===== src/synth_consts.svh =====
`ifndef SYNTH_CONSTS_SVH
`define SYNTH_CONSTS_SVH

// Command bytes
`define CMD_NOISE_ON   8'h4E   // 'N'
`define CMD_NOISE_OFF  8'h46   // 'F'
`define CMD_TRI        8'h54   // 'T'
`define CMD_SAW        8'h53   // 'S'
`define CMD_SQUARE     8'h51   // 'Q'
`define CMD_SINE       8'h57   // 'W'

// Note characters
`define CHR_DIGIT_LO   8'h30   // '0' is note 0
`define CHR_DIGIT_HI   8'h39
`define CHR_LETTER_LO  8'h41   // 'A' is note 10
`define CHR_LETTER_HI  8'h5A
`define NOTE_LETTER_BASE 8'd10

// Dividers of the top octave, C4 to B4
`define NOTE_BASE_0    18'd47878
`define NOTE_BASE_1    18'd45090
`define NOTE_BASE_2    18'd42566
`define NOTE_BASE_3    18'd40178
`define NOTE_BASE_4    18'd37878
`define NOTE_BASE_5    18'd35793
`define NOTE_BASE_6    18'd33783
`define NOTE_BASE_7    18'd31888
`define NOTE_BASE_8    18'd30120
`define NOTE_BASE_9    18'd28409
`define NOTE_BASE_10   18'd26881
`define NOTE_BASE_11   18'd25434

`define LFSR_SEED      16'hACE1
`define LFSR_TAPS      16'hB400   // Bits 16, 14, 13, 11
`define ENV_HOLD_CYCLES 256
`define SINE_STEPS     16
`define I2S_WORD_BITS  16

`endif


===== src/synth_pkg.sv =====
package synth_pkg;

    typedef logic [7:0] sample_t;  // Unsigned audio sample
    typedef logic [7:0] knob_t;    // Envelope setting from a knob
    typedef logic [5:0] note_t;    // Note index 0 to 35
    typedef logic [17:0] div_t;    // Clock divider count

    typedef enum logic [1:0] {
        wave_tri    = 2'd0,
        wave_saw    = 2'd1,
        wave_square = 2'd2,
        wave_sine   = 2'd3
    } wave_t;

    // Envelope phases, one after the other
    typedef enum logic [2:0] {
        env_idle    = 3'd0,
        env_attack  = 3'd1,
        env_decay   = 3'd2,
        env_sustain = 3'd3,
        env_release = 3'd4
    } env_state_t;

endpackage


===== src/adsr_ctrl_if.sv =====
`timescale 1ns/10ps

interface adsr_ctrl_if import synth_pkg::*; ();

    knob_t attack;        // Attack ceiling
    knob_t decay;         // Decay step per clock
    knob_t sustain;       // Sustain level
    knob_t release_rate;  // Release step per clock

    modport knobs (output attack, output decay, output sustain, output release_rate);

    modport env (input attack, input decay, input sustain, input release_rate);

endinterface


===== src/uart_cmd_rx.sv =====
`timescale 1ns/10ps

`include "synth_consts.svh"

module uart_cmd_rx import synth_pkg::*; (
    input  logic  clk,
    input  logic  rst_n,
    input  logic  rx,
    output note_t note,
    output wave_t wave,
    output logic  noise_en
);

    typedef enum logic [1:0] {rx_idle, rx_data, rx_decode} rx_state_t;

    rx_state_t  state;
    logic       rx_meta;
    logic       rx_s;      // Synchronized line
    logic       rx_last;
    logic [2:0] bit_cnt;
    logic [7:0] rx_byte;

    always_ff @(posedge clk) begin
        if (!rst_n) begin
            rx_meta <= 1'b1;
            rx_s    <= 1'b1;
            rx_last <= 1'b1;
        end else begin
            rx_meta <= rx;
            rx_s    <= rx_meta;
            rx_last <= rx_s;
        end
    end

    // LSB arrives first
    always_ff @(posedge clk) begin
        if (state == rx_data)
            rx_byte <= {rx_s, rx_byte[7:1]};
    end

    always_ff @(posedge clk) begin
        if (!rst_n) begin
            state    <= rx_idle;
            bit_cnt  <= 3'd0;
            note     <= '0;
            wave     <= wave_tri;
            noise_en <= 1'b0;
        end else begin
            case (state)
                rx_idle: begin
                    bit_cnt <= 3'd0;
                    if (rx_last && !rx_s)  // Start bit
                        state <= rx_data;
                end
                rx_data: begin
                    bit_cnt <= bit_cnt + 3'd1;
                    if (bit_cnt == 3'd7)
                        state <= rx_decode;
                end
                default: begin
                    case (rx_byte)
                        `CMD_NOISE_ON:  noise_en <= 1'b1;
                        `CMD_NOISE_OFF: noise_en <= 1'b0;
                        `CMD_TRI:       wave     <= wave_tri;
                        `CMD_SAW:       wave     <= wave_saw;
                        `CMD_SQUARE:    wave     <= wave_square;
                        `CMD_SINE:      wave     <= wave_sine;
                        default: begin
                            if (rx_byte >= `CHR_DIGIT_LO && rx_byte <= `CHR_DIGIT_HI)
                                note <= note_t'(rx_byte - `CHR_DIGIT_LO);
                            else if (rx_byte >= `CHR_LETTER_LO && rx_byte <= `CHR_LETTER_HI)
                                note <= note_t'(rx_byte - `CHR_LETTER_LO + `NOTE_LETTER_BASE);
                        end
                    endcase
                    state <= rx_idle;
                end
            endcase
        end
    end

endmodule


===== src/quad_decoder.sv =====
`timescale 1ns/10ps

module quad_decoder import synth_pkg::*; (
    input  logic  clk,
    input  logic  rst_n,
    input  logic  ena,
    input  logic  a,
    input  logic  b,
    output knob_t value
);

    logic a_prev;
    logic b_prev;

    always_ff @(posedge clk) begin
        if (!rst_n) begin
            a_prev <= 1'b0;
            b_prev <= 1'b0;
            value  <= '0;
        end else if (ena) begin
            a_prev <= a;
            b_prev <= b;
            case ({a, a_prev, b, b_prev})
                4'b1000, 4'b0111: value <= value + 8'd1;  // Forward
                4'b0010, 4'b1101: value <= value - 8'd1;  // Reverse
                default:          value <= value;
            endcase
        end
    end

endmodule


===== src/note_divider.sv =====
`timescale 1ns/10ps

`include "synth_consts.svh"

module note_divider import synth_pkg::*; (
    input  logic  clk,
    input  logic  rst_n,
    input  logic  ena,
    input  note_t note,
    output logic  step
);

    note_t      pos;      // Position within the octave
    logic [1:0] octave;
    div_t       base;
    div_t       divider;
    div_t       count;

    always_comb begin
        if (note >= 6'd24) begin
            octave = 2'd2;
            pos    = note - 6'd24;
        end else if (note >= 6'd12) begin
            octave = 2'd1;
            pos    = note - 6'd12;
        end else begin
            octave = 2'd0;
            pos    = note;
        end
    end

    always_comb begin
        case (pos)
            6'd0:    base = `NOTE_BASE_0;
            6'd1:    base = `NOTE_BASE_1;
            6'd2:    base = `NOTE_BASE_2;
            6'd3:    base = `NOTE_BASE_3;
            6'd4:    base = `NOTE_BASE_4;
            6'd5:    base = `NOTE_BASE_5;
            6'd6:    base = `NOTE_BASE_6;
            6'd7:    base = `NOTE_BASE_7;
            6'd8:    base = `NOTE_BASE_8;
            6'd9:    base = `NOTE_BASE_9;
            6'd10:   base = `NOTE_BASE_10;
            default: base = `NOTE_BASE_11;
        endcase
    end

    // Lower octaves double the period
    assign divider = base << (2'd2 - octave);

    always_ff @(posedge clk) begin
        if (!rst_n) begin
            count <= '0;
            step  <= 1'b0;
        end else if (ena) begin
            if (count >= divider) begin  // Also catches a shorter new note
                count <= '0;
                step  <= 1'b1;
            end else begin
                count <= count + 1'b1;
                step  <= 1'b0;
            end
        end
    end

endmodule


===== src/osc_bank.sv =====
`timescale 1ns/10ps

`include "synth_consts.svh"

module osc_bank import synth_pkg::*; (
    input  logic    clk,
    input  logic    rst_n,
    input  logic    ena,
    input  logic    step,
    input  logic    noise_en,
    input  wave_t   wave,
    output sample_t sample
);

    localparam int SINE_W = $clog2(`SINE_STEPS);

    sample_t           tri_cnt;
    logic              tri_up;      // Triangle direction
    sample_t           saw_cnt;
    logic              sq_high;
    logic [SINE_W-1:0] sine_idx;
    logic [15:0]       lfsr;
    sample_t           wave_val;

    function automatic sample_t sine_lut(input logic [SINE_W-1:0] idx);
        case (idx)
            4'd0:    return 8'd128;
            4'd1:    return 8'd176;
            4'd2:    return 8'd218;
            4'd3:    return 8'd246;
            4'd4:    return 8'd255;
            4'd5:    return 8'd246;
            4'd6:    return 8'd218;
            4'd7:    return 8'd176;
            4'd8:    return 8'd128;
            4'd9:    return 8'd80;
            4'd10:   return 8'd38;
            4'd11:   return 8'd10;
            4'd12:   return 8'd0;
            4'd13:   return 8'd10;
            4'd14:   return 8'd38;
            default: return 8'd80;
        endcase
    endfunction

    always_ff @(posedge clk) begin
        if (!rst_n) begin
            tri_cnt  <= '0;
            tri_up   <= 1'b1;
            saw_cnt  <= '0;
            sq_high  <= 1'b0;
            sine_idx <= '0;
        end else if (ena && step) begin
            if (tri_up) begin
                if (tri_cnt < 8'd255) tri_cnt <= tri_cnt + 8'd1;
                else                  tri_up  <= 1'b0;  // Turn at the top
            end else begin
                if (tri_cnt > 8'd0) tri_cnt <= tri_cnt - 8'd1;
                else                tri_up  <= 1'b1;
            end
            saw_cnt  <= saw_cnt + 8'd1;
            sq_high  <= ~sq_high;
            sine_idx <= sine_idx + 1'b1;
        end
    end

    // Fibonacci LFSR, only clocked in noise mode
    always_ff @(posedge clk) begin
        if (!rst_n)
            lfsr <= `LFSR_SEED;
        else if (ena && noise_en)
            lfsr <= {lfsr[14:0], ^(lfsr & `LFSR_TAPS)};
    end

    always_comb begin
        case (wave)
            wave_tri:    wave_val = tri_cnt;
            wave_saw:    wave_val = saw_cnt;
            wave_square: wave_val = sq_high ? 8'd255 : 8'd0;
            default:     wave_val = sine_lut(sine_idx);
        endcase
    end

    always_ff @(posedge clk) begin
        if (!rst_n)
            sample <= '0;
        else if (ena)
            sample <= noise_en ? lfsr[15:8] : wave_val;
    end

endmodule


===== src/adsr_vca.sv =====
`timescale 1ns/10ps

`include "synth_consts.svh"

module adsr_vca import synth_pkg::*; (
    input  logic    clk,
    input  logic    rst_n,
    input  logic    ena,
    adsr_ctrl_if.env ctrl,
    input  sample_t sample_in,
    output sample_t sample_out
);

    localparam int HOLD_W = $clog2(`ENV_HOLD_CYCLES);
    localparam logic [HOLD_W-1:0] HOLD_LAST = HOLD_W'(`ENV_HOLD_CYCLES - 1);

    env_state_t        state;
    knob_t             amp;       // Current envelope level
    logic [HOLD_W-1:0] hold_cnt;
    logic [15:0]       product;

    always_ff @(posedge clk) begin
        if (!rst_n) begin
            state    <= env_idle;
            amp      <= '0;
            hold_cnt <= '0;
        end else if (ena) begin
            case (state)
                env_idle: begin
                    hold_cnt <= hold_cnt + 1'b1;
                    if (hold_cnt == HOLD_LAST) state <= env_attack;
                end
                env_attack: begin
                    if (amp < ctrl.attack) amp   <= amp + 8'd1;
                    else                   state <= env_decay;
                end
                env_decay: begin
                    if (amp > ctrl.sustain) begin
                        if (amp - ctrl.sustain > ctrl.decay) amp <= amp - ctrl.decay;
                        else                                 amp <= ctrl.sustain;
                    end else begin
                        state <= env_sustain;
                    end
                end
                env_sustain: begin
                    amp      <= ctrl.sustain;
                    hold_cnt <= hold_cnt + 1'b1;
                    if (hold_cnt == HOLD_LAST) state <= env_release;
                end
                env_release: begin
                    // Stalls here while the release setting is zero
                    if (amp > ctrl.release_rate) amp <= amp - ctrl.release_rate;
                    else if (amp != 8'd0)        amp <= '0;
                    else                         state <= env_idle;
                end
                default: state <= env_idle;
            endcase
        end
    end

    assign product = sample_in * amp;

    always_ff @(posedge clk) begin
        if (!rst_n)
            sample_out <= '0;
        else if (ena)
            sample_out <= product[15:8];  // Upper byte of the scaled sample
    end

endmodule


===== src/i2s_tx.sv =====
`timescale 1ns/10ps

`include "synth_consts.svh"

module i2s_tx import synth_pkg::*; (
    input  logic    clk,
    input  logic    rst_n,
    input  logic    ena,
    input  sample_t sample,
    output logic    sck,
    output logic    ws,
    output logic    sd
);

    localparam int BIT_W = $clog2(`I2S_WORD_BITS);

    logic [BIT_W-1:0]          bit_cnt;
    logic [`I2S_WORD_BITS-1:0] word;    // Doubled sample
    logic [`I2S_WORD_BITS-1:0] shreg;

    assign word = {sample, sample};

    always_ff @(posedge clk) begin
        if (!rst_n) begin
            sck     <= 1'b0;
            ws      <= 1'b0;
            sd      <= 1'b0;
            bit_cnt <= '0;
            shreg   <= '0;
        end else if (ena) begin
            sck <= ~sck;
            if (sck) begin  // sck falls, data moves
                bit_cnt <= bit_cnt + 1'b1;
                if (bit_cnt == '1) begin
                    ws    <= ~ws;
                    sd    <= word[`I2S_WORD_BITS-1];
                    shreg <= {word[`I2S_WORD_BITS-2:0], 1'b0};
                end else begin
                    sd    <= shreg[`I2S_WORD_BITS-1];
                    shreg <= {shreg[`I2S_WORD_BITS-2:0], 1'b0};
                end
            end
        end
    end

endmodule


===== src/synth_top.sv =====
`timescale 1ns/10ps

module synth_top import synth_pkg::*; (
    input  logic       clk,
    input  logic       rst_n,
    input  logic       ena,
    input  logic [7:0] ui_in,
    input  logic [7:0] uio_in,
    output logic [7:0] uo_out,
    output logic [7:0] uio_out,
    output logic [7:0] uio_oe
);

    note_t   note;
    wave_t   wave;
    logic    noise_en;
    logic    step;
    sample_t osc_sample;
    sample_t vca_sample;
    logic    i2s_sck;
    logic    i2s_ws;
    logic    i2s_sd;

    adsr_ctrl_if ctrl_if ();

    uart_cmd_rx cmd_rx_i (
        .clk(clk), .rst_n(rst_n), .rx(ui_in[0]),
        .note(note), .wave(wave), .noise_en(noise_en)
    );

    // One knob per pair of uio pins
    quad_decoder attack_knob_i (
        .clk(clk), .rst_n(rst_n), .ena(ena),
        .a(uio_in[0]), .b(uio_in[1]), .value(ctrl_if.attack)
    );
    quad_decoder decay_knob_i (
        .clk(clk), .rst_n(rst_n), .ena(ena),
        .a(uio_in[2]), .b(uio_in[3]), .value(ctrl_if.decay)
    );
    quad_decoder sustain_knob_i (
        .clk(clk), .rst_n(rst_n), .ena(ena),
        .a(uio_in[4]), .b(uio_in[5]), .value(ctrl_if.sustain)
    );
    quad_decoder release_knob_i (
        .clk(clk), .rst_n(rst_n), .ena(ena),
        .a(uio_in[6]), .b(uio_in[7]), .value(ctrl_if.release_rate)
    );

    note_divider note_div_i (
        .clk(clk), .rst_n(rst_n), .ena(ena), .note(note), .step(step)
    );

    osc_bank osc_i (
        .clk(clk), .rst_n(rst_n), .ena(ena), .step(step),
        .noise_en(noise_en), .wave(wave), .sample(osc_sample)
    );

    adsr_vca vca_i (
        .clk(clk), .rst_n(rst_n), .ena(ena), .ctrl(ctrl_if.env),
        .sample_in(osc_sample), .sample_out(vca_sample)
    );

    i2s_tx i2s_i (
        .clk(clk), .rst_n(rst_n), .ena(ena), .sample(vca_sample),
        .sck(i2s_sck), .ws(i2s_ws), .sd(i2s_sd)
    );

    assign uo_out  = {5'b00000, i2s_sd, i2s_ws, i2s_sck};
    assign uio_out = 8'h00;
    assign uio_oe  = 8'h00;  // All uio pins are inputs

endmodule


===== config.mk =====
export PLATFORM = sky130hd
export DESIGN_NAME = synth_top
export DESIGN_NICKNAME = d
export VERILOG_FILES = /design/src/synth_pkg.sv /design/src/adsr_ctrl_if.sv /design/src/uart_cmd_rx.sv /design/src/quad_decoder.sv /design/src/note_divider.sv /design/src/osc_bank.sv /design/src/adsr_vca.sv /design/src/i2s_tx.sv /design/src/synth_top.sv
export VERILOG_INCLUDE_DIRS = /design/src /design/src/src
export SDC_FILE = /design/constraint.sdc
export NUM_CORES = 1
export LEC_CHECK = 0
export ABC_AREA = 1
export BUFFER_PORTS_ARGS = -buffer_cell sky130_fd_sc_hd__buf_2
export CORE_ASPECT_RATIO = 1.25
export CORE_MARGIN = 1
export CORE_UTILIZATION = 40
export DETAILED_ROUTE_END_ITERATION = 7
export SETUP_SLACK_MARGIN = 0.02
export SYNTH_ARGS = -nofsm -noshare
export SYNTH_HDL_FRONTEND = slang
export SYNTH_HIERARCHICAL = 1
export SYNTH_SLANG_ARGS = --single-unit

===== constraint.sdc =====
create_clock -name clk -period 7.5 [get_ports clk]
set_clock_uncertainty 0.2 [all_clocks]
set_input_delay 0.375 -clock clk [delete_from_list [all_inputs] [get_ports clk]]
set_output_delay 0.375 -clock clk [all_outputs]
set_load 0.03 [all_outputs]

==> impl_metrics.csv <==
group,metric,value,unit
sta,setup_viol_count_final,0,
sta,hold_viol_final,0,
yosys,synth_warnings,6,
status,violations,"design-rule violations",
cells_and_area,num_antenna_cells,0,
worst_setup_path,arrival,4.99,ns
worst_setup_path,cp-start-kind,"flip-flop",
detailed_routing,route.detailed.drc,5,
global_routing,grt_max_degree,60,
cells_and_area,reg.largest.list,"note_div_i/count x18, osc_i/lfsr x16, i2s_i/shreg x15",
status,status,"finished, violations left",
power_and_ir_drop,power.density,196.5,nW/um^2
floorplan,rows,82,
cts,clock_sinks,187,
yosys,yosys.area.top_type_share,0.2190,
cells_and_area,design_area,17330,um^2
placement,place.gp.congestion,0.8605,
yosys,yosysUniqueCellTypes,55,
detailed_routing,first_iter_violations,618,
sta,fin_tns_setup,0,ns
sta,period_needed,4.827,ns
sta,tightestPinTransition,0.8529,ns
sta,hold_ws,0.02950,ns
power_and_ir_drop,ir_drop,164.4,uV
floorplan,die_x,182.9,um
cells_and_area,fin_nets,2715,
power_and_ir_drop,swShare,0.4171,
cts,cts_root_buf,"clkbuf_16",
worst_setup_path,cp_common_cell,"inv_1",
cells_and_area,area.growth.synth_to_final,5.904,%
global_routing,grt_pass1_wl,62.49,mm
worst_setup_path,required,7.66,ns
worst_setup_path,critPathKind,"reg -> reg",
cts,clockBufferDepth,2,
sta,post-route-period-util,0.6436,
global_routing,grt_util_all_layers,0.1784,
cells_and_area,drive_gt1_frac,0.06521,
cts,clkTransAtPathRegs,0.08,ns
worst_setup_path,critPathBufInv,5,
cts,cts_resized,0,
floorplan,die_area,41720,um^2
sta,relSlewSlack,0.4306,
power_and_ir_drop,p_sw,1.420,mW
placement,numPortBuffers,14,
detailed_routing,vias,14733,
worst_setup_path,crit_slowest_cell,"dfxtp_1",
yosys,synth_area_per_cell,6.514,um^2
yosys,yosys.area.top_type,"dfxtp_1",
power_and_ir_drop,seq_power_share,0.339,
placement,placedCellCount,3025,
worst_setup_path,max_stage_delay,0.85,ns
cells_and_area,largest_reg_flops,18,
yosys,ys_seq_area_frac,0.2337,
yosys,synth_cells,2512,
detailed_routing,wl,35.63,mm
worst_setup_path,critPathMaxFanout,15,
sta,grt_setup_unrepaired,"false",
worst_setup_path,crit_family,"adder cells",
yosys,synth-seq-cells,187,
cts,cts_buffers,17,
power_and_ir_drop,power_frac_comb,0.404,
global_routing,first_global_vias,14371,
global_routing,grt.overflow.total,0,
worst_hold_path,min_path_type,"in -> reg",
global_routing,antenna_found_initial,0,
cts,htree_levels,4,
worst_setup_path,cp_cell_sequence,"nand2_1 -> fa_1 -> fa_1 -> inv_1 -> fa_1 -> inv_1 -> fa_1 -> inv_1 -> ha_1 -> nand2_1 -> inv_1 -> a21oi_1 -> o21ai_0 -> o21ai_0 -> nand2_1 -> o21ai_0 -> inv_1",
detailed_routing,firstDrtPassIters,8,
sta,slew_viol_final,0,
detailed_routing,vias_per_cell,4.813,
detailed_routing,wire_per_inst,11.64,um
floorplan,core,40220,um^2
placement,hpwl,27.45,mm
cells_and_area,final_cells,3061,
yosys,synth_area_leaders,"dfxtp_1 22%, nand2_1 16%, ha_1 12%",
cts,cts_tree,"built",
cts,post_cts_buffers,0,
worst_setup_path,crit_path_end_kind,"flip-flop",
power_and_ir_drop,power_frac_clock,0.257,
cts,worstSkewPairLatency,0.46,ns
floorplan,io_pins,43,
detailed_routing,detail-route-antenna-nets,0,
power_and_ir_drop,finalPower,3.405,mW
cells_and_area,largest-register,"note_div_i/count",
sta,fmax,207.2,MHz
yosys,synthArstFlopShare,0,
yosys,synthFlopType,"dfxtp_1",
placement,place_area,16730,um^2
yosys,synth_edf_count,8,
floorplan,start_util,0.4068,
run,max_cap_viol_count,0,
floorplan,dieHeight,228.1,um
power_and_ir_drop,p_int,1.985,mW
yosys,synthesis.area,16360,um^2
power_and_ir_drop,power.leakage,9.299,nW
==> final cells by class <==
cell class	instances	area, um^2
fill	4261	22890
multi-input combinational	1856	10540
sequential	187	3824
inverter	417	1574
tap	546	683.2
clock buffer	18	429.2
timing repair buffer	23	150.1
clock inverter	14	126.4
==> worst register-to-register path: stages, from the launching register on <==
cell and delay [ns]:
dfxtp_1 0.85, nand2_1 0.18, fa_1 0.52, fa_1 0.56
inv_1 0.06, fa_1 0.54, inv_1 0.06, fa_1 0.53
inv_1 0.04, ha_1 0.33, nand2_1 0.07, inv_1 0.08
a21oi_1 0.18, o21ai_0 0.11, o21ai_0 0.17, nand2_1 0.06
o21ai_0 0.15, inv_1 0.05
==> power by group through the flow <==
| stage | registers (mW) | clock network [mW] | logic [mW] |
|---|---|---|---|
| floorplan | 1.13 | 0 | 1.11 |
| global placement | 1.17 | 0 | 1.34 |
| detailed placement | 1.18 | 0 | 1.37 |
| CTS | 1.15 | 0.913 | 1.37 |
| global route | 1.16 | 0.946 | 1.58 |
| finish | 1.15 | 0.877 | 1.37 |
==> cells in the final DEF (no fill, tap or decap), types with 7 or more instances in the layout <==
| cell type | synthesis | layout |
|---|---|---|
| nand2_1 | 710 | 710 |
| nand3_2 | 9 | 9 |
| nand2_4 | 10 | 10 |
| ha_1 | 151 | 151 |
| o22ai_1 | 11 | 11 |
| clkbuf_16 | 0 | 17 |
| buf_2 | 8 | 13 |
| or2_2 | 12 | 12 |
| conb_1 | 1 | 21 |
| nor3_1 | 18 | 18 |
| edfxtp_1 | 8 | 8 |
| fa_1 | 43 | 43 |
| nand3_1 | 181 | 181 |
| nor2_1 | 307 | 307 |
| inv_2 | 14 | 14 |
| nand2_2 | 23 | 23 |
| o21ai_0 | 74 | 74 |
| a21oi_1 | 116 | 116 |
| inv_1 | 399 | 399 |
| o211ai_1 | 10 | 10 |
| nor2_4 | 7 | 7 |
| xor2_1 | 34 | 34 |
| xnor2_1 | 13 | 13 |
| nand3b_1 | 17 | 17 |
| nand4_1 | 26 | 26 |
| dfxtp_1 | 179 | 179 |
| nor2_2 | 10 | 10 |
| inv_6 | 0 | 8 |
==> cells in the mapped netlist, types with 11 or more instances <==
library cell,instances
nand2_1,710
inv_1,399
nor2_1,307
nand3_1,181
dfxtp_1,179
ha_1,151
a21oi_1,116
o21ai_0,74
fa_1,43
xor2_1,34
buf_4,32
nand4_1,26
nand2_2,23
nor3_1,18
clkbuf_1,17
nand3b_1,17
inv_2,14
xnor2_1,13
or2_2,12
buf_6,11
o22ai_1,11
==> path summary, 6_finish.rpt <==
kind	startpoint	slack, ns	cells after the start	to
worst max-delay path	vca_i/amp[6]$_SDFFE_PN0P_	2.67	17	vca_i/sample_out[4]$_SDFFE_PN0P_
worst min-delay path	uio_in[2]	0.03	3	decay_knob_i/a_prev$_SDFFE_PN0P_
worst max register to register	vca_i/amp[6]$_SDFFE_PN0P_	2.67	17	vca_i/sample_out[4]$_SDFFE_PN0P_
worst min register to register	cmd_rx_i/rx_meta$_SDFF_PN1_	0.22	1	cmd_rx_i/rx_s$_SDFF_PN1_
==> per-layer routing <==
metal	track usage	vias to the layer above	share of wire
met2	0.3383	181	0.51
met3	0.02490	66	0.024
met4	0.07135	0	0.027
li1	-	7793	-
met5	0	-	0
met1	0.1967	6693	0.44
==> repair_timing <==
| item | in CTS | in global routing |
|---|---|---|
| endpoints found under the setup margin | 0 | 0 |
| hold endpoints to repair | 4 | 0 |
| hold buffers | 4 | 0 |
==> logic make-up after synthesis <==
| kind of cell | Yosys count | share of synthesized area |
|---|---|---|
| adders and majority gates | 194 | 0.1681 |
| buffers and inverters | 489 | 0.1266 |
| xor gates and xnor gates | 47 | 0.02516 |
| other | 1 | 0.0002292 |
| DFF | 187 | 0.2337 |
| muxes | 1 | 0.0006118 |
| AOI/OAI and AO/OA | 246 | 0.08565 |
| and+or+nand+nor | 1347 | 0.3599 |
==> metrics by stage <==
step / setup slack, ns / utilization
after CTS: 2.639 / 0.4308
after global routing: 2.251 / 0.4308
after floorplan: 3.085 / -
after detailed placement: 2.642 / 0.4160
after global placement: 2.626 / 0.4160
final: 2.673 / 0.4308
Note: power is estimated with default switching activity, not from simulation.
